`src/hdl/sync_fifo.sv`:
```
// Registered-read FIFO; fifo_depth must be a power of two, prog_thresh at most fifo_depth
module sync_fifo #(
    parameter int width       = 32,
    parameter int fifo_depth  = 32,
    parameter int prog_thresh = 16
) (
    input  logic             ap_clk,
    input  logic             srst,
    input  logic [width-1:0] din,
    input  logic             wr_en,
    input  logic             rd_en,
    output logic [width-1:0] dout,
    output logic             valid,
    output logic             empty,
    output logic             full,
    output logic             prog_full
);

    localparam int addr_width  = $clog2(fifo_depth);
    localparam int count_width = addr_width + 1;

    localparam logic [count_width-1:0] depth_count  = count_width'(fifo_depth);
    localparam logic [count_width-1:0] thresh_count = count_width'(prog_thresh);

    // --------------------------------------------------
    // Storage and pointers
    // --------------------------------------------------
    logic [width-1:0]       mem [fifo_depth];
    logic [addr_width-1:0]  wr_ptr;
    logic [addr_width-1:0]  rd_ptr;
    logic [count_width-1:0] count;

    logic do_write;
    logic do_read;

    // Writes while full and reads while empty are dropped
    assign do_write = wr_en & ~full;
    assign do_read  = rd_en & ~empty;

    assign empty     = (count == '0);
    assign full      = (count == depth_count);
    assign prog_full = (count >= thresh_count);

    always_ff @(posedge ap_clk) begin
        if (srst) begin
            wr_ptr <= '0;
            rd_ptr <= '0;
            count  <= '0;
            valid  <= 1'b0;
        end else begin
            valid <= do_read;
            if (do_write) begin
                wr_ptr <= wr_ptr + 1'b1;
            end
            if (do_read) begin
                rd_ptr <= rd_ptr + 1'b1;
            end
            case ({do_write, do_read})
                2'b10:   count <= count + 1'b1;
                2'b01:   count <= count - 1'b1;
                default: count <= count;
            endcase
        end
    end

    // --------------------------------------------------
    // Data path
    // --------------------------------------------------
    // Pointers wrap on their own, depth being a power of two
    always_ff @(posedge ap_clk) begin
        if (do_write) begin
            mem[wr_ptr] <= din;
        end
    end

    // Read data lines up with valid, one cycle after rd_en
    always_ff @(posedge ap_clk) begin
        if (do_read) begin
            dout <= mem[rd_ptr];
        end
    end

endmodule : sync_fifo

```
`config.mk`:
```
export PLATFORM = sky130hd
export DESIGN_NAME = sync_fifo
export DESIGN_NICKNAME = d
export VERILOG_FILES = /design/src/hdl/sync_fifo.sv
export SDC_FILE = /design/constraint.sdc
export NUM_CORES = 1
export LEC_CHECK = 0
export BUFFER_PORTS_ARGS = -buffer_cell sky130_fd_sc_hd__buf_2
export CAP_MARGIN = 20
export CORE_AREA = 2 2 260 262
export DETAILED_ROUTE_END_ITERATION = 16
export DIE_AREA = 0 0 262 264
export GPL_TIMING_DRIVEN = 0
export HOLD_SLACK_MARGIN = 0.08
export PLACE_DENSITY = 0.79
export SYNTH_ARGS = -nofsm -noshare
export SYNTH_HDL_FRONTEND = slang
export SYNTH_SLANG_ARGS = --single-unit
```
`constraint.sdc`:
```
create_clock -name ap_clk -period 4.99 [get_ports ap_clk]
set_input_delay 0.998 -clock ap_clk [delete_from_list [all_inputs] [get_ports ap_clk]]
set_output_delay 0.998 -clock ap_clk [all_outputs]
set_load 0.02 [all_outputs]
```
==> run metrics <==
CP required 5540 ps; sequential area share after synthesis around four fifths; largest net degree at the start of global routing 33; Via density approximately 6.9; Worst-path clk slew ~60 ps; post-synth net total about 1,900; CTS tree done; max-slew violation count 0; ANT cells 0; HP Class flip-flop to flip-flop; setup bufs post-CTS 0; Lkg Pwr roughly 14 nW; Die Wd about 260 um; CORE AREA between 60,000 and 70,000 sq um; Critical Path Sink Type flip-flop; post-cts sizing count 0; post-detail-place hpwl 61,800 um; global-route wire length before repair approximately 140,000 um; critical path launch point count[0]$_SDFFE_PP0P_; final worst slack approximately 1300 ps; mapped cell area a little over 40,000 sq um; startpoint types flip-flop; final cell count without fillers 3,017; Max Root-Sink Buffers 3; worst setup path category flip-flop to flip-flop; PD cells roughly 470 nW/um^2; reg2reg start count[0]$_SDFFE_PP0P_; H-tree depth 3; Setup violations, final 0; Mean Syn Cell Area 21.9 sq um; routed vias a little over 20,000; Post-synth EDFFs approximately 1,100; Root Buffer clkbuf_16; clock skew roughly 24 ps; Async SR Flop Fraction 0%; Nets approximately 2,100; total grt overflow 0; CP arrival around 4200 ps; wirelength, routed roughly 100,000 um; # rows between 90 and 100; WL/cell 33.2 um; fillcell total between 3,000 and 4,000; Residual DRC 0; pre-CTS WS roughly 1300 ps; Most used DFF post-synth edfxtp_1; PortBufs 70; drt pass-1 iters 5; Synth cell types 51; status completed; initial antenna violation count 0; die footprint a little under 70,000 sq um; final worst path period share between 70% and 80%; Fin. Hold Viols 0; Initial Util between 60% and 70%; synth warn 0; clk_lat worst skew between 600 and 700 ps; HP Start count[3]$_SDFFE_PP0P_; max cap viols 0; unrepaired setup endpoints after global routing no; GRT Util Overall about 30%; Num CTS Buffers approximately 100; Area Overhead vs Synth 13.7%; 1st-iter DRT viols 2,858; clock sink count roughly 1,100; Post-DRT Antenna Nets 0; global placer's final weighted congestion between 0.7 and 0.8; fmax 271 MHz; peak fanout along the critical path 13; cell count after synthesis about 1,900; boundary pin count about 70; min cycle time layout about 3700 ps; ratio of cells with drive above 1 in the final layout between 20 and 25%; placed cells approximately 2,800; vias in the first global route ~22,000; peak supply drop 0.332 mV; #FFs+latches synth between 1,000 and 1,500; hold-fix buffers at CTS 0; Least-Margin Pin Slew roughly 1100 ps; Die Height 264 um; Slew Limit Headroom between 20% and 30%; Power Total about 0.022 W
-- worst max-delay path: stages, from the launching register on --
cell and delay, ps:
dfxtp_1 370, or4_1 550, buf_6 160, o31ai_4 320
inv_2 280, ha_1 390, ha_1 260, or4b_2 630
a21oi_1 130, nand4b_1 130, mux2_2 340
-- report_power, final --
part,switching [W],internal (W)
logic,0.00237,0.00171
clock network,0.00321,0.00418
registers,0.0000847,0.0102
total,0.00566,0.0161
-- cells in the final DEF, fill, tap and decap left out, types with 15 or more instances in the layout --
master,synthesis,routed
clkbuf_16,0,103
buf_6,14,15
o221ai_1,62,62
clkbuf_1,48,69
a21oi_1,70,70
dfxtp_1,17,17
nor2_4,0,31
a22oi_1,93,93
mux4_2,193,193
buf_2,30,100
edfxtp_1,1056,1056
mux2i_1,129,129
clkinv_1,0,30
buf_12,0,25
-- cells in the mapped netlist (3+ instances only) --
library cell	number	area share, %
buf_1	9	0.083
nor2_1	44	0.41
inv_1	6	0.055
a22oi_1	93	1.7
or3_1	4	0.061
nand3b_1	5	0.092
nand2_1	9	0.083
buf_2	30	0.37
buf_4	4	0.074
nand3_1	5	0.061
dfxtp_1	17	0.84
clkbuf_1	48	0.44
edfxtp_1	1056	78
buf_6	14	0.39
xor2_1	5	0.11
mux2i_1	129	3.2
mux4_2	193	11
nor2b_1	4	0.061
o221ai_1	62	1.3
ha_1	10	0.31
o21ai_0	3	0.037
a21oi_1	70	0.86
-- kinds of logic (layout without fill, tap and decap cells) --
| family | Yosys count | after routing | share of synthesized area (%) |
|---|---|---|---|
| mux | 323 | 323 | 13.9 |
| flops | 1073 | 1073 | 78.8 |
| buf+inv | 114 | 400 | 1.46 |
| xor+xnor | 7 | 7 | 0.151 |
| compound gates | 247 | 247 | 4.41 |
| simple gates | 83 | 83 | 0.981 |
| fa+ha+maj | 11 | 11 | 0.357 |
-- sequential cells by signal, indices dropped and copies added (netlist names) --
signal / flops
mem: 1024
dout: 32
count: 6
rd_ptr: 5
wr_ptr: 5
valid: 1
-- area by class of cell --
cell class,instances,area (sq um),share of cell area (%)
buffer,107,567,1.23
clock buffer,124,2660,5.74
clock inverter,57,488,1.05
inverter,7,27.5,0.0595
multi-input combinational,671,8280,17.9
sequential,1073,32100,69.3
tap,873,1090,2.36
timing repair buffer,105,1100,2.37
-- layer usage --
layer	global-route usage, %	wire [um]	vias to the layer above
li1	-	-	8311
met1	39.0	35300	10700
met2	48.2	50000	1450
met3	6.29	10600	295
met4	12.0	4350	0
met5	0	0	-
-- path summary, 6_finish.rpt --
| check | end | slack [ps] | cells past startpoint |
|---|---|---|---|
| worst max-delay path | count[5]$_SDFFE_PP0P_ | 1300 | 10 |
| worst min-delay path | count[3]$_SDFFE_PP0P_ | 510 | 2 |
| worst max register to register | count[5]$_SDFFE_PP0P_ | 1300 | 10 |
| worst min register to register | count[3]$_SDFFE_PP0P_ | 510 | 2 |
-- through the flow --
stage	setup TNS (ps)	hold slack, ps	cell area [sq um]	utilization (%)
detailed placement	0	502	43100	64.8
finish	0	511	46300	69.5
global route	0	538	46300	69.5
global placement	-17590	469	42100	63.3
floorplan	0	453	40700	-
CTS	0	511	46200	69.5
No activity file was read; power rests on OpenSTA's default activity.
