## config.mk

```make
export PLATFORM = sky130hd
export DESIGN_NAME = csr_index_configure
export DESIGN_NICKNAME = d
export VERILOG_FILES = /design/src/hdl/csr_index_pkg.sv /design/src/hdl/sync_fifo.sv /design/src/hdl/csr_index_configure.sv
export SDC_FILE = /design/constraint.sdc
export NUM_CORES = 2
export LEC_CHECK = 0
export BUFFER_PORTS_ARGS = -buffer_cell sky130_fd_sc_hd__buf_2
export CORE_MARGIN = 2
export CORE_UTILIZATION = 35
export DETAILED_ROUTE_END_ITERATION = 10
export RECOVER_POWER = 50
export SLEW_MARGIN = 20
export SYNTH_ARGS = -nofsm -noshare
export SYNTH_HDL_FRONTEND = slang
export SYNTH_SLANG_ARGS = --single-unit
```

## constraint.sdc

```tcl
create_clock -name ap_clk -period 20.2 [get_ports ap_clk]
set_input_delay 1.01 -clock ap_clk [delete_from_list [all_inputs] [get_ports ap_clk]]
set_output_delay 1.01 -clock ap_clk [all_outputs]
set_load 0.005 [all_outputs]
```

## src/hdl/csr_index_pkg.sv

```systemverilog
// Shared widths and buffer class codes; the class encoding must match the memory response source
package csr_index_pkg;

    // --------------------------------------------------
    // Widths
    // --------------------------------------------------
    localparam int index_width = 32;
    localparam int meta_width  = 16;
    localparam int class_width = 4;

    // --------------------------------------------------
    // Payload types
    // --------------------------------------------------
    // One index, or one bound of a range
    typedef logic [index_width-1:0] index_t;

    // Metadata carried from response to index
    typedef logic [meta_width-1:0] meta_t;

    // Buffer class of a memory response
    typedef logic [class_width-1:0] buffer_class_t;

    // --------------------------------------------------
    // Buffer class codes
    // --------------------------------------------------
    // Plain data responses, never turned into a configuration
    localparam buffer_class_t class_data = 4'h0;

    // Setup responses, each one holds a range
    localparam buffer_class_t class_cu_setup     = 4'h1;
    localparam buffer_class_t class_engine_setup = 4'h2;

endpackage : csr_index_pkg

```

## src/hdl/sync_fifo.sv

```systemverilog
// Registered-read FIFO; fifo_depth must be a power of two, prog_thresh at most fifo_depth
module sync_fifo #(
    parameter int width       = 32,
    parameter int fifo_depth  = 32,
    parameter int prog_thresh = 16
) (
    input  logic             ap_clk,
    input  logic             srst,
    input  logic [width-1:0] din,
    input  logic             wr_en,
    input  logic             rd_en,
    output logic [width-1:0] dout,
    output logic             valid,
    output logic             empty,
    output logic             full,
    output logic             prog_full
);

    localparam int addr_width  = $clog2(fifo_depth);
    localparam int count_width = addr_width + 1;

    localparam logic [count_width-1:0] depth_count  = count_width'(fifo_depth);
    localparam logic [count_width-1:0] thresh_count = count_width'(prog_thresh);

    // --------------------------------------------------
    // Storage and pointers
    // --------------------------------------------------
    logic [width-1:0]       mem [fifo_depth];
    logic [addr_width-1:0]  wr_ptr;
    logic [addr_width-1:0]  rd_ptr;
    logic [count_width-1:0] count;

    logic do_write;
    logic do_read;

    // Writes while full and reads while empty are dropped
    assign do_write = wr_en & ~full;
    assign do_read  = rd_en & ~empty;

    assign empty     = (count == '0);
    assign full      = (count == depth_count);
    assign prog_full = (count >= thresh_count);

    always_ff @(posedge ap_clk) begin
        if (srst) begin
            wr_ptr <= '0;
            rd_ptr <= '0;
            count  <= '0;
            valid  <= 1'b0;
        end else begin
            valid <= do_read;
            if (do_write) begin
                wr_ptr <= wr_ptr + 1'b1;
            end
            if (do_read) begin
                rd_ptr <= rd_ptr + 1'b1;
            end
            case ({do_write, do_read})
                2'b10:   count <= count + 1'b1;
                2'b01:   count <= count - 1'b1;
                default: count <= count;
            endcase
        end
    end

    // --------------------------------------------------
    // Data path
    // --------------------------------------------------
    // Pointers wrap on their own, depth being a power of two
    always_ff @(posedge ap_clk) begin
        if (do_write) begin
            mem[wr_ptr] <= din;
        end
    end

    // Read data lines up with valid, one cycle after rd_en
    always_ff @(posedge ap_clk) begin
        if (do_read) begin
            dout <= mem[rd_ptr];
        end
    end

endmodule : sync_fifo

```

## src/hdl/csr_index_configure.sv

```systemverilog
// Input has no back-pressure: a sender must not overrun the response FIFO; field 2 is ignored
module csr_index_configure
    import csr_index_pkg::*;
#(
    parameter int fifo_depth  = 32,
    parameter int prog_thresh = 16
) (
    input  logic          ap_clk,
    input  logic          areset_csr_index_generator,
    input  logic          resp_valid,
    input  buffer_class_t resp_class,
    input  meta_t         resp_meta,
    input  index_t        resp_field_0,
    input  index_t        resp_field_1,
    input  index_t        resp_field_2,
    input  index_t        resp_field_3,
    input  logic          cfg_prog_full,
    output logic          cfg_wr_en,
    output meta_t         cfg_meta,
    output index_t        cfg_index_start,
    output index_t        cfg_index_end,
    output index_t        cfg_array_size,
    output logic          setup_busy
);

    // Meta, start, end and array size
    localparam int resp_width = $bits(meta_t) + 3 * $bits(index_t);

    logic areset_configure;

    logic          resp_valid_reg;
    buffer_class_t resp_class_reg;
    meta_t         resp_meta_reg;
    index_t        resp_field_0_reg;
    index_t        resp_field_1_reg;
    index_t        resp_field_3_reg;

    logic                  resp_push;
    logic [resp_width-1:0] resp_din;
    logic [resp_width-1:0] resp_dout;
    logic                  resp_rd_en;
    logic                  resp_rd_valid;
    logic                  resp_empty;
    logic                  cfg_pending;

    meta_t  resp_out_meta;
    index_t resp_out_start;
    index_t resp_out_end;
    index_t resp_out_size;

    // --------------------------------------------------
    // Reset copy and setup status
    // --------------------------------------------------
    always_ff @(posedge ap_clk) begin
        areset_configure <= areset_csr_index_generator;
    end

    // Busy through reset and the cycle of its registered copy
    assign setup_busy = areset_csr_index_generator | areset_configure;

    // --------------------------------------------------
    // Input register
    // --------------------------------------------------
    always_ff @(posedge ap_clk) begin
        if (areset_configure) begin
            resp_valid_reg <= 1'b0;
        end else begin
            resp_valid_reg <= resp_valid;
        end
    end

    // Field 2 has no part in a configuration and is not kept
    always_ff @(posedge ap_clk) begin
        resp_class_reg   <= resp_class;
        resp_meta_reg    <= resp_meta;
        resp_field_0_reg <= resp_field_0;
        resp_field_1_reg <= resp_field_1;
        resp_field_3_reg <= resp_field_3;
    end

    // --------------------------------------------------
    // Response FIFO
    // --------------------------------------------------
    // Only setup classes get queued
    assign resp_push = resp_valid_reg &
                       ((resp_class_reg == class_cu_setup) |
                        (resp_class_reg == class_engine_setup));
    assign resp_din  = {resp_meta_reg, resp_field_0_reg, resp_field_1_reg, resp_field_3_reg};

    // One entry in flight at a time, held off while downstream nears full
    assign resp_rd_en = ~resp_empty & ~cfg_pending & ~cfg_prog_full;

    sync_fifo #(
        .width       (resp_width),
        .fifo_depth  (fifo_depth),
        .prog_thresh (prog_thresh)
    ) u_resp_fifo (
        .ap_clk    (ap_clk),
        .srst      (areset_configure),
        .din       (resp_din),
        .wr_en     (resp_push),
        .rd_en     (resp_rd_en),
        .dout      (resp_dout),
        .valid     (resp_rd_valid),
        .empty     (resp_empty),
        .full      (),
        .prog_full ()
    );

    assign {resp_out_meta, resp_out_start, resp_out_end, resp_out_size} = resp_dout;

    // --------------------------------------------------
    // Configuration packet
    // --------------------------------------------------
    // Pending from the pop until the write pulse has gone out
    always_ff @(posedge ap_clk) begin
        if (areset_configure) begin
            cfg_pending <= 1'b0;
            cfg_wr_en   <= 1'b0;
        end else begin
            cfg_wr_en <= resp_rd_valid;
            if (resp_rd_en) begin
                cfg_pending <= 1'b1;
            end else if (cfg_wr_en) begin
                cfg_pending <= 1'b0;
            end
        end
    end

    always_ff @(posedge ap_clk) begin
        if (resp_rd_valid) begin
            cfg_meta        <= resp_out_meta;
            cfg_index_start <= resp_out_start;
            cfg_index_end   <= resp_out_end;
            cfg_array_size  <= resp_out_size;
        end
    end

endmodule : csr_index_configure

```

==> impl_metrics.json <==
{
  "result_of_the_run": "finished, violations left",
  "failed_checks": "max-capacitance violations, max-slew violations",
  "floorplan.core_area_um2": 409900,
  "tns_ns": 0,
  "ratio_of_total_power_to_cell_area_nw_per_um2": 108.6,
  "arrival_time_worst_endpoint_ns": 6.82,
  "design_area_um2": 165000,
  "layout.cells.most_common": "edfxtp_1",
  "clock_tree_from_tritoncts": "built",
  "root_buffer_master": "clkbuf_16",
  "unrepaired_setup_endpoints_after_global_routing": "false",
  "share_comb_of_total_power_pct": 7.6,
  "grt_util_all_layers_pct": 17.29,
  "regToRegEndpoint": "u_resp_fifo.dout[42]",
  "ctsHoldBuffers": 0,
  "netSwitchingFraction_pct": 21.86,
  "pin_count_of_the_biggest_net_entering_global_routing": 134,
  "largest_register_ff_count": 3584,
  "post_cts_setup_driven_buffer_insertion_count": 0,
  "async_sr_flop_fraction_pct": 0,
  "fin_crit_ns": 6.272,
  "maxCapViolCount": 5,
  "place_area_um2": 152400,
  "worstSetupEndpoint": "u_resp_fifo.dout[42]",
  "power_frac_seq_pct": 52.1,
  "first_global_vias": 68620,
  "critical_path.startpoint_type": "register",
  "ys_seq_elements": 3945,
  "largest_register_by_flop_count": "u_resp_fifo.mem",
  "max_freq_mhz": 159.4,
  "timing.critical_path.to_type": "register",
  "post_synth_instance_area_um2": 144200,
  "initialDrtViolationCount": 8079,
  "post-layout-total-power_mw": 17.92,
  "post_cts.resized_instances": 0,
  "syn2layout_area_growth_pct": 14.44,
  "synth_enable_flop_cells": 3808,
  "critPathMaxFanout": 61,
  "setup_viol": 0,
  "share_clk_of_total_power_pct": 40.3,
  "min_path_type": "in -> reg",
  "number_of_nets_in_the_final_layout": 6801,
  "relSlewSlack_pct": -133.4,
  "worst_setup_path_startpoint": "u_resp_fifo.rd_ptr[1]",
  "vdd_ir_drop_max_v": 0.00006438,
  "syn-num-nets": 6353,
  "floorplan.initialDensity_pct": 35.18,
  "net_switching_component_of_the_power_mw": 3.919,
  "vias": 67140,
  "cts_inserted_buffers": 381,
  "port_buffers": 233,
  "power.static_leakage_nw": 49.02,
  "clk_transition_reported_paths_ns": 0.06,
  "clock_sink_count": 3945,
  "register_to_register_path_depth": 6,
  "critical_path.reg2reg.startpoint": "u_resp_fifo.rd_ptr[1]",
  "die-height_um": 645.8,
  "row_count": 235,
  "die_width_um": 645.8,
  "most-common-layout-cells": "3808 x edfxtp_1, 760 x mux4_2, 390 x clkbuf_16, 291 x a22oi_1, 274 x mux2i_1",
  "drv_slew": 182,
  "global_route_wire_length_before_repair_um": 516000,
  "tightestPinTransition_ns": 3.501,
  "postSynthAreaPerCell_um2": 23.28,
  "viasPerCell": 5.403,
  "yosysUniqueCellTypes": 45,
  "cts-htree-levels": 5,
  "main_flop_type_after_synthesis": "edfxtp_1",
  "cts_max_path_buffers": 4,
  "top_regs": "u_resp_fifo.mem x3584, u_resp_fifo.dout x112",
  "synth_warnings": 0,
  "wl_per_cell_um": 29.74,
  "drt_pre_antenna_iters": 5,
  "route.detailed.drc": 0,
  "finish.utilization_pct": 40.26,
  "worst_ep_required_time_ns": 20.74,
  "die_outline_area_um2": 417100,
  "final_hold_viol_count": 0,
  "detailedPlacementHpwl_um": 182300,
  "place.gp.congestion": 0.7379,
  "finalCritPeriodShare_pct": 31.05,
  "clk-insertion-delay-late_ns": 0.92,
  "drt-total-wl_um": 369600,
  "critical_setup_path_class": "reg -> reg",
  "grt_antenna_before_repair": 28,
  "synth_seq_area_share_pct": 81.21,
  "worst_reg2reg_setup_slack_ns": 13.93,
  "post_route_cells_drive_above_1_share_pct": 24.74,
  "io_pins": 266,
  "grt-ovfl-total": 0,
  "p_int_mw": 14.01,
  "post_synth_inst_count": 6193,
  "worst_clock_skew_ns": 0.05244,
  "final_antenna_violating_net_count": 0
}
## power groups by stage
stage / Sequential [mW] / Combinational (mW) / Clock, mW
final: 9.34 / 1.37 / 7.22
after global routing: 9.36 / 1.48 / 7.65
after CTS: 9.34 / 1.41 / 7.35
after detailed placement: 9.51 / 1.41 / 0
after global placement: 9.50 / 1.40 / 0
after floorplan: 9.43 / 1.04 / 0
## critical path, stage by stage, from the launching register on
cell	delay (ns)
dfxtp_1	2.12
buf_4	1.11
buf_4	0.75
buf_4	0.77
mux4_2	0.41
a22oi_1	0.25
nand4_1	0.28
## logic make-up after synthesis
kind of cell | count (synthesis) | synth area share (%)
flops | 3945 | 81.21
simple gates | 315 | 1.173
fa+ha+maj | 8 | 0.06942
compound gates | 546 | 2.619
mux | 1036 | 13.79
xor+xnor | 7 | 0.04252
buf+inv | 336 | 1.099
## layout make-up
class	count	area (um^2)
fill	35710	244900
sequential	3945	117100
multi-input combinational	1912	25900
clock buffer	476	10320
tap	5451	6820
timing repair buffer	390	2425
clock inverter	221	2342
inverter	11	56.30
antenna	20	50.05
## stage by stage
| step | worst slack, ns | hold WS (ns) | instances |
|---|---|---|---|
| floorplan | 13.84 | 0.4003 | 6193 |
| global placement | 14.76 | 0.4031 | 11710 |
| detailed placement | 15.06 | 0.4045 | 11710 |
| CTS | 15.01 | 0.1328 | 12410 |
| global route | 13.79 | 0.1571 | 12410 |
| finish | 13.93 | 0.1999 | 12430 |
## routing by layer
layer	vias up	track usage, %	routed length (um)
met5	-	0	69
met4	12	5.281	11380
met3	593	2.675	24250
met2	2631	29.59	185800
met1	36430	22.71	148100
li1	27470	-	-
## how the worst min path moves through the flow
stage	depth (start not counted)	to	slack, ns	startpoint
2_1_floorplan	0	cfg_array_size[0]	0.40	u_resp_fifo.dout[0]
5_1_grt	1	resp_field_1_reg[15]	0.16	resp_field_1[15]
4_1_cts	1	resp_field_1_reg[15]	0.13	resp_field_1[15]
3_3_place_gp	0	cfg_array_size[20]	0.40	u_resp_fifo.dout[20]
3_5_place_dp	0	cfg_array_size[20]	0.40	u_resp_fifo.dout[20]
6_report	1	resp_field_1_reg[15]	0.20	resp_field_1[15]
## cell usage after synthesis (8+ instances only)
cell	instances	share of area, %
nor2_1	53	0.14
buf_2	117	0.41
dfxtp_1	137	1.9
ha_1	8	0.069
nand4_1	59	0.26
buf_4	41	0.21
a21oi_1	21	0.073
mux2i_1	274	1.9
nand3_1	82	0.28
mux4_2	760	12
nor4_1	54	0.23
o22ai_1	217	0.94
inv_1	10	0.026
nand2_1	20	0.052
nor2b_1	12	0.052
a22oi_1	291	1.5
clkbuf_1	142	0.37
buf_1	21	0.055
edfxtp_1	3808	79
Power figures use the tool's default switching activity.
