--- config.mk ---
export PLATFORM = sky130hd
export DESIGN_NAME = csr_index_generator
export DESIGN_NICKNAME = d
export VERILOG_FILES = /design/src/hdl/csr_index_pkg.sv /design/src/hdl/csr_index_generator.sv
export SDC_FILE = /design/constraint.sdc
export NUM_CORES = 1
export LEC_CHECK = 0
export ABC_AREA = 1
export BUFFER_PORTS_ARGS = -buffer_cell sky130_fd_sc_hd__clkbuf_2
export CAP_MARGIN = 15
export CELL_PAD_IN_SITES_DETAIL_PLACEMENT = 2
export CELL_PAD_IN_SITES_GLOBAL_PLACEMENT = 2
export CORE_MARGIN = 10
export CORE_UTILIZATION = 31
export DETAILED_ROUTE_END_ITERATION = 12
export GPL_TIMING_DRIVEN = 1
export PLACE_DENSITY = 0.78
export SYNTH_ARGS = -nofsm -noshare
export SYNTH_HDL_FRONTEND = slang
export SYNTH_SLANG_ARGS = --single-unit
--- constraint.sdc ---
create_clock -name ap_clk -period 3.18 [get_ports ap_clk]
set_clock_uncertainty 0.05 [all_clocks]
set_input_delay 0.636 -clock ap_clk [delete_from_list [all_inputs] [get_ports ap_clk]]
set_output_delay 0.636 -clock ap_clk [all_outputs]
set_load 0.02 [all_outputs]
--- src/hdl/csr_index_pkg.sv ---
// Shared widths and buffer class codes; the class encoding must match the memory response source
package csr_index_pkg;

    // --------------------------------------------------
    // Widths
    // --------------------------------------------------
    localparam int index_width = 32;
    localparam int meta_width  = 16;
    localparam int class_width = 4;

    // --------------------------------------------------
    // Payload types
    // --------------------------------------------------
    // One index, or one bound of a range
    typedef logic [index_width-1:0] index_t;

    // Metadata carried from response to index
    typedef logic [meta_width-1:0] meta_t;

    // Buffer class of a memory response
    typedef logic [class_width-1:0] buffer_class_t;

    // --------------------------------------------------
    // Buffer class codes
    // --------------------------------------------------
    // Plain data responses, never turned into a configuration
    localparam buffer_class_t class_data = 4'h0;

    // Setup responses, each one holds a range
    localparam buffer_class_t class_cu_setup     = 4'h1;
    localparam buffer_class_t class_engine_setup = 4'h2;

endpackage : csr_index_pkg

--- src/hdl/csr_index_generator.sv ---
// Stride is fixed at one; a range with end at or below start is dropped without output
module csr_index_generator
    import csr_index_pkg::*;
(
    input  logic   ap_clk,
    input  logic   areset_csr_index_generator,
    input  logic   cfg_empty,
    input  logic   cfg_rd_valid,
    input  meta_t  cfg_meta,
    input  index_t cfg_index_start,
    input  index_t cfg_index_end,
    output logic   cfg_rd_en,
    input  logic   index_ready,
    output logic   index_valid,
    output index_t index_value,
    output meta_t  index_meta,
    output logic   index_last
);

    // --------------------------------------------------
    // State
    // --------------------------------------------------
    // Active while a range is being walked
    logic active;

    // A read went to the FIFO and its data are due
    logic fetch_wait;

    index_t index_end;
    index_t index_next;
    logic   range_ok;
    logic   transfer;

    // --------------------------------------------------
    // Configuration fetch
    // --------------------------------------------------
    // One request per idle period
    assign cfg_rd_en = ~cfg_empty & ~active & ~fetch_wait;

    assign range_ok = (cfg_index_end > cfg_index_start);

    // --------------------------------------------------
    // Output handshake
    // --------------------------------------------------
    assign index_valid = active;
    assign transfer    = index_valid & index_ready;
    assign index_next  = index_value + 1'b1;

    // Last index sits one below the end bound
    assign index_last = active & (index_next == index_end);

    always_ff @(posedge ap_clk) begin
        if (areset_csr_index_generator) begin
            active     <= 1'b0;
            fetch_wait <= 1'b0;
        end else begin
            if (cfg_rd_en) begin
                fetch_wait <= 1'b1;
            end else if (cfg_rd_valid) begin
                fetch_wait <= 1'b0;
            end

            if (cfg_rd_valid & range_ok) begin
                active <= 1'b1;
            end else if (transfer & index_last) begin
                active <= 1'b0;
            end
        end
    end

    // --------------------------------------------------
    // Range registers
    // --------------------------------------------------
    // Data only move on a load or a transfer, so they hold under back-pressure
    always_ff @(posedge ap_clk) begin
        if (cfg_rd_valid) begin
            index_value <= cfg_index_start;
            index_end   <= cfg_index_end;
            index_meta  <= cfg_meta;
        end else if (transfer) begin
            index_value <= index_next;
        end
    end

endmodule : csr_index_generator

==> results of run 1 <==
==> cells by family (layout without fill, tap and decap cells) <==
logic type,after synthesis,count (layout),synth area share (%)
DFF,82,82,43.6
and+or+nand+nor,420,420,33.8
adders and majority gates,33,33,7.37
AOI/OAI and AO/OA,67,67,6.41
buffers and inverters,112,319,7.50
xor gates and xnor gates,7,7,1.36
==> Yosys cell counts (2+ instances only) <==
cell / instances / share of area, %
nand2_1: 232 / 16
inv_1: 104 / 7.0
edfxtp_1: 80 / 43
nor2_1: 67 / 4.5
nand3_1: 64 / 5.7
o21ai_0: 38 / 3.4
ha_1: 33 / 7.4
a21oi_1: 20 / 1.8
nand2_2: 11 / 1.2
nand3b_1: 10 / 1.3
nand4_1: 10 / 1.1
nor2_2: 7 / 0.78
clkbuf_1: 6 / 0.40
xor2_1: 4 / 0.63
a211oi_1: 3 / 0.40
nand2_4: 3 / 0.60
nor2_4: 3 / 0.60
clkinv_1: 2 / 0.13
dfxtp_1: 2 / 0.71
nand3_2: 2 / 0.36
nor2_8: 2 / 0.71
nor4_1: 2 / 0.22
o21bai_1: 2 / 0.27
xnor2_1: 2 / 0.31
==> final cells by class <==
class	instances	area [um^2]
Inverter	106	398
Clock inverter	7	105
Timing Repair Buffer	197	1170
Tap cell	229	287
Sequential cell	82	2440
Clock buffer	9	225
Fill cell	2040	10200
Multi-Input combinational cell	527	3020
==> worst max-delay path by stage <==
stage | cells after the start | from | endpoint
after global placement | 13 | index_value[12] | index_last
after CTS | 16 | index_value[1] | index_last
after floorplan | 12 | index_value[0] | index_last
after detailed placement | 13 | index_value[12] | index_last
after global routing | 13 | index_value[24] | index_last
final | 12 | index_value[7] | index_last
==> metal layers <==
metal / up-vias / share of wire, % / routed length [um]
met2: 207 / 52 / 14900
met1: 3112 / 40 / 11700
met4: 0 / 2.7 / 783
met3: 50 / 5.4 / 1550
met5: - / 0 / 0
li1: 2773 / - / -
==> what timing repair did <==
action | 4_1_cts | 5_1_grt
hold endpoints to repair | 0 | 0
endpoints found under the setup margin | 1 | 1
cloned | 0 | 0
buffers inserted | 23 | 16
pin swaps | 15 | 30
resized for setup | 24 | 59
==> power groups by stage <==
stage | sequential (mW) | combinational, mW | clock (mW)
finish | 1.39 | 0.896 | 1.24
global route | 1.40 | 0.964 | 1.28
CTS | 1.38 | 0.792 | 1.23
detailed placement | 1.41 | 0.730 | 0
global placement | 1.40 | 0.690 | 0
floorplan | 1.45 | 0.326 | 0
==> critical path, delay by kind of cell (launching register included) <==
kind	cells	cell delay [ns]
compound gates	1	0.36
flops	1	0.49
simple gates	9	1.37
buf+inv	2	0.29
==> registers in the layout (all words and copies together), names as in the netlist <==
name	cells
index_meta	16
fetch_wait	1
index_valid	1
index_value	32
index_end	32
==> key figures, run 1 <==
Floorplan
  – Die height: 154 um
  – Core Area: roughly 18000 um^2
  – Ports: 136
  – Die area: 23900 um^2
  – Die X: 154 um
  – Initial core utilization: a little under a third
  – # rows: 49

Setup path
  – Slowest-stage cell, CP: edfxtp_1
  – FF-to-FF setup slack: 0.43 ns
  – Worst-path fanout max: 4
  – CP Capture Type: output port
  – R2R depth: 15
  – Crit path cell chain: buf_6 > nand2_4 > nor2_4 > nand2_2 > o21bai_1 > nand3_1 > nand2_1 > nand3_1 > nor4_4 > nand3_2 > nor2_1 > buf_4
  – Crit-path max cell delay: 0.49 ns
  – Critical R2R Launch: index_value[1]
  – CP required: 2.49 ns
  – CP startpoint kind: flip-flop
  – Setup Crit Path Kind: flip-flop to output port
  – Crit-path most repeated cell: nand3_1
  – Crit path DAT: 2.88 ns
  – Capture point of the worst reg-to-reg path: index_valid

Route
  – Detail Route Antenna Nets: 0
  – DRC viols: 0
  – Routed len/inst: 25.0 um
  – Drt total wl: 28900 um
  – Vias after detailed routing: 6142
  – 1st-iter DRT viols: 493
  – Drt pass-1 iters: 4
  – Post-DR vias/cell: between 5 and 6

STA
  – Worst Tran Pin Value: approximately 0.74 ns
  – Fin crit period: about 3.6 ns
  – Worst hold margin: 0.398 ns
  – Fin crit share: 112%
  – Slew Limit Headroom: 50.5%
  – Hold Vio Cnt, Final: 0
  – Total negative slack: -0.388 ns
  – Setup ws final: -0.388 ns
  – Final setup viols: 1
  – Max Fclk: 280 MHz
  – Final Max Tran Viols: 0
  – RSZ-0062 raised after global routing: yes

Yosys
  – Mean Syn Cell Area: 7.77 um^2
  – Sequential fraction of the synthesis area: 43.6%
  – YS warnings: 0
  – Post-synth ARST share: 0%
  – Post-synth EDFFs: 80
  – FF+latch count, synth: 82
  – Netlist cell types: 36
  – Synthesized area: 5600 um^2
  – Net Count, Synth: 839
  – Syn Inst Count: 721
  – Predominant post-synthesis flop cell: edfxtp_1

Power
  – Comb power frac: 25.4%
  – P_leak: 3.72 nW
  – VDD IR-drop max: 310 uV
  – Reg power frac: 39.4%
  – Clock Power Share: 35.1%
  – PwrDens: roughly 460 nW/um^2
  – Switch share: 34.4%
  – Total Power: 3.52 mW
  – Pint: around 2.3 mW
  – Sw power: 1.21 mW

Global routing
  – First-pass GRT wire length: about 39000 um
  – Met2 Use GR: 36.4%
  – Largest net degree at the start of global routing: between 50 and 60
  – Initial antenna violation count: 0
  – GRT Max-Usage Layer: met2
  – GR Layer Usage met3: 3.36%
  – Met1 usage: 26.0%
  – All-Layer GR Usage: between 20% and 30%
  – Grt ovf: 0
  – Vias in the first global route: 6641

Finish
  – Fin nets: 1041
  – Commonest non-fill, non-tap cell in the layout: nand2_1
  – # diodes: 0
  – Share of layout cells above drive strength 1: around a third
  – Finished Layout Cells: 1157
  – Final Util: 42.8%
  – Finished Cell Area: 7650 um^2
  – Most frequent cells in the layout: nand2_1 (210), clkbuf_2 (133), inv_1 (103), edfxtp_1 (80), buf_4 (59)
  – P&R area growth vs syn: 36.6%

CTS
  – H-tree Lvls: 3
  – Clock transition at the registers of the reported paths: 0.07 ns
  – Clock Path Buffers: 2
  – CTS tree: yes
  – CTS root buf: clkbuf_16
  – Hold_buf cts: 0
  – CTS Buf Count: 9
  – Clock Latency Late Sink: 0.36 ns
  – CTS sink cnt: 82

Worst hold path
  – Worst hold path type: input pin to flip-flop
  – Hold path depth: 1
  – End of the worst hold path: index_meta[15]
  – Worst hold path startpoint: cfg_meta[15]

Placed design
  – Placed cell count: roughly 1100
  – PortBufs: 135
  – Routability cong.: 0.894
  – Post-Place Setup Slack: -0.0627 ns
  – Placed cell areas: 6720 um^2
  – DP HPWL: 19900 um

Run
  – Max-Cap Viols: 0

Run status
  – Violated checks: negative setup slack
  – Run status: complete, but fails checks
Note: power is estimated with default switching activity, not from simulation.
==> run 2, diff against run 1 <==
Settings changed: CORE_MARGIN 10 to not set.
==> key figures, run 2 (synthesized netlist as in run 1, its figures left out) <==
Setup path
  – FF-to-FF setup slack: 0.44 ns (about the same)
  – Crit path DAT: 2.89 ns (about the same)
  – CP startpoint kind: flip-flop
  – Worst-path fanout max: 5 (+1)
  – Setup Crit Path Kind: flip-flop to output port
  – CP Capture Type: output port
  – CP required: 2.49 ns (about the same)

Floorplan
  – Ports: 136 (unchanged)
  – # rows: 48 (-2.0%)
  – Die height: 136 um (-12%)
  – Die X: 136 um (-12%)
  – Die area: 18600 um^2 (-22%)
  – Initial core utilization: 32.1% (+0.76 points)
  – Core Area: 17500 um^2 (-2.4%)

Route
  – Drt pass-1 iters: 5 (+1)
  – 1st-iter DRT viols: 255 (-48%)
  – Detail Route Antenna Nets: 0 (unchanged)
  – Vias after detailed routing: 5888 (-4.1%)
  – Drt total wl: 24800 um (-14%)
  – DRC viols: 0 (unchanged)
  – Post-DR vias/cell: 5.13 (-3.3%)
  – Routed len/inst: 21.6 um (-14%)

CTS
  – H-tree Lvls: 3 (unchanged)
  – Clock transition at the registers of the reported paths: 0.08 ns (about the same)
  – CTS tree: yes
  – CTS Buf Count: 9 (unchanged)
  – Clock Path Buffers: 2 (unchanged)
  – CTS sink cnt: 82 (unchanged)
  – CTS root buf: clkbuf_16
  – Hold_buf cts: 0 (unchanged)
  – Clock Latency Late Sink: 0.37 ns (about the same)

STA
  – Final Max Tran Viols: 0 (unchanged)
  – Worst hold margin: 0.386 ns (-0.0124 ns)
  – Final setup viols: 1 (unchanged)
  – Fin crit share: 112% (+0.20 points)
  – Slew Limit Headroom: 65.3% (+15 points)
  – Fin crit period: 3.57 ns (+0.00633 ns)
  – Worst Tran Pin Value: 0.520 ns (-0.223 ns)
  – RSZ-0062 raised after global routing: yes
  – Setup ws final: -0.395 ns (-0.00633 ns)
  – Hold Vio Cnt, Final: 0 (unchanged)
  – Max Fclk: 280 MHz (-0.18%)

Placed design
  – Post-Place Setup Slack: -0.0388 ns (+0.0239 ns)
  – Routability cong.: 0.916 (+2.5%)
  – DP HPWL: 18700 um (-6.0%)
  – Placed cell areas: 6800 um^2 (+1.3%)
  – PortBufs: 135 (unchanged)

Finish
  – Finished Cell Area: 7480 um^2 (-2.3%)
  – Fillers: 2041 (+0.049%)
  – P&R area growth vs syn: 33.5%
  – Share of layout cells above drive strength 1: 29.9% (-3.0 points)
  – Fin nets: 1035 (-0.58%)
  – Most frequent cells in the layout: nand2_1 (222), clkbuf_2 (133), inv_1 (104), edfxtp_1 (80)
  – # diodes: 0 (unchanged)
  – Top flop regs: index_end x32, index_value x32, index_meta x16
  – Commonest non-fill, non-tap cell in the layout: nand2_1

Power
  – Comb power frac: 25.3% (about the same)
  – Pint: 2.16 mW (-6.4%)
  – P_leak: 3.66 nW (-1.7%)
  – PwrDens: 447 nW/um^2 (-2.9%)
  – Reg power frac: 41.4% (+2.0 points)
  – Switch share: 35.3% (+0.87 points)
  – Sw power: 1.18 mW (-2.7%)
  – Total Power: 3.34 mW (-5.1%)
  – VDD IR-drop max: 291 uV (-5.8%)
  – Clock Power Share: 33.3% (-1.8 points)

Run
  – Max-Cap Viols: 0 (unchanged)

Global routing
  – First-pass GRT wire length: 36800 um (-5.4%)
  – GR Layer Usage met3: 3.24% (-0.11 points)
  – Grt ovf: 0 (unchanged)
  – Initial antenna violation count: 0 (unchanged)
  – All-Layer GR Usage: 27.2% (+6.3 points)
  – Met1 usage: 33.9% (+7.9 points)
  – Vias in the first global route: 6507 (-2.0%)
  – Met2 Use GR: 47.9% (+11 points)
  – GRT Max-Usage Layer: met2
  – Largest net degree at the start of global routing: 39 (-33%)

Run status
  – Run status: complete, but fails checks
  – Violated checks: negative setup slack

Worst hold path
  – Worst hold path type: input pin to flip-flop
run 2: critical path, cell delays in order (launching register included):
cell and delay (ns):
edfxtp_1 0.52, ha_4 0.23, nand2_4 0.08, nor2_8 0.19
nand2_4 0.11, nand2_1 0.14, nand2_1 0.10, nand2_1 0.12
nand4_1 0.19, nor2_4 0.18, nand4_1 0.10, nor2_1 0.13
nand3_1 0.13, nor2_1 0.13, buf_4 0.15
run 2: power by group through the flow:
stage | combinational [mW] | clock, mW | sequential (mW)
after floorplan | 0.326 | 0 | 1.45
after global placement | 0.707 | 0 | 1.39
after detailed placement | 0.747 | 0 | 1.40
after CTS | 0.798 | 1.12 | 1.38
after global routing | 0.915 | 1.15 | 1.39
final | 0.845 | 1.11 | 1.39
run 2: final cells by class:
cell class,count,area [um^2],share of cell area (%)
multi-input cells,527,2950,39.5
flip-flops and latches,82,2440,32.6
clock buffers,9,225,3.01
well taps,225,282,3.76
inverters,106,398,5.32
repair buffers,191,1100,14.7
clock inverters,7,78.8,1.05
run 2: through the flow:
step	setup TNS, ns	instances	util, %
2_1_floorplan	0	721	-
3_3_place_gp	0	1110	38.9
3_5_place_dp	-0.0388	1110	38.9
4_1_cts	-0.271	1141	41.8
5_1_grt	-0.489	1147	42.8
6_report	-0.395	1147	42.8
run 2: path summary, 6_finish.rpt:
kind	end	cells past startpoint	from
worst min-delay path	index_valid	2	areset_csr_index_generator
worst max register to register	index_valid	15	index_value[1]
worst max-delay path	index_last	14	index_value[1]
worst min register to register	fetch_wait	2	fetch_wait
run 2: timing repair:
action | in CTS | in global routing
resized for setup | 24 | 29
endpoints found under the setup margin | 1 | 1
buffers inserted | 15 | 6
hold endpoints to repair | 0 | 0
cloned | 0 | 0
pin swaps | 13 | 18
run 2: per-layer routing:
layer / vias to the layer above / part of all wire (%)
met4: 0 / 2.2
met2: 154 / 51
met1: 2947 / 43
met3: 30 / 4.4
li1: 2757 / -
met5: - / 0
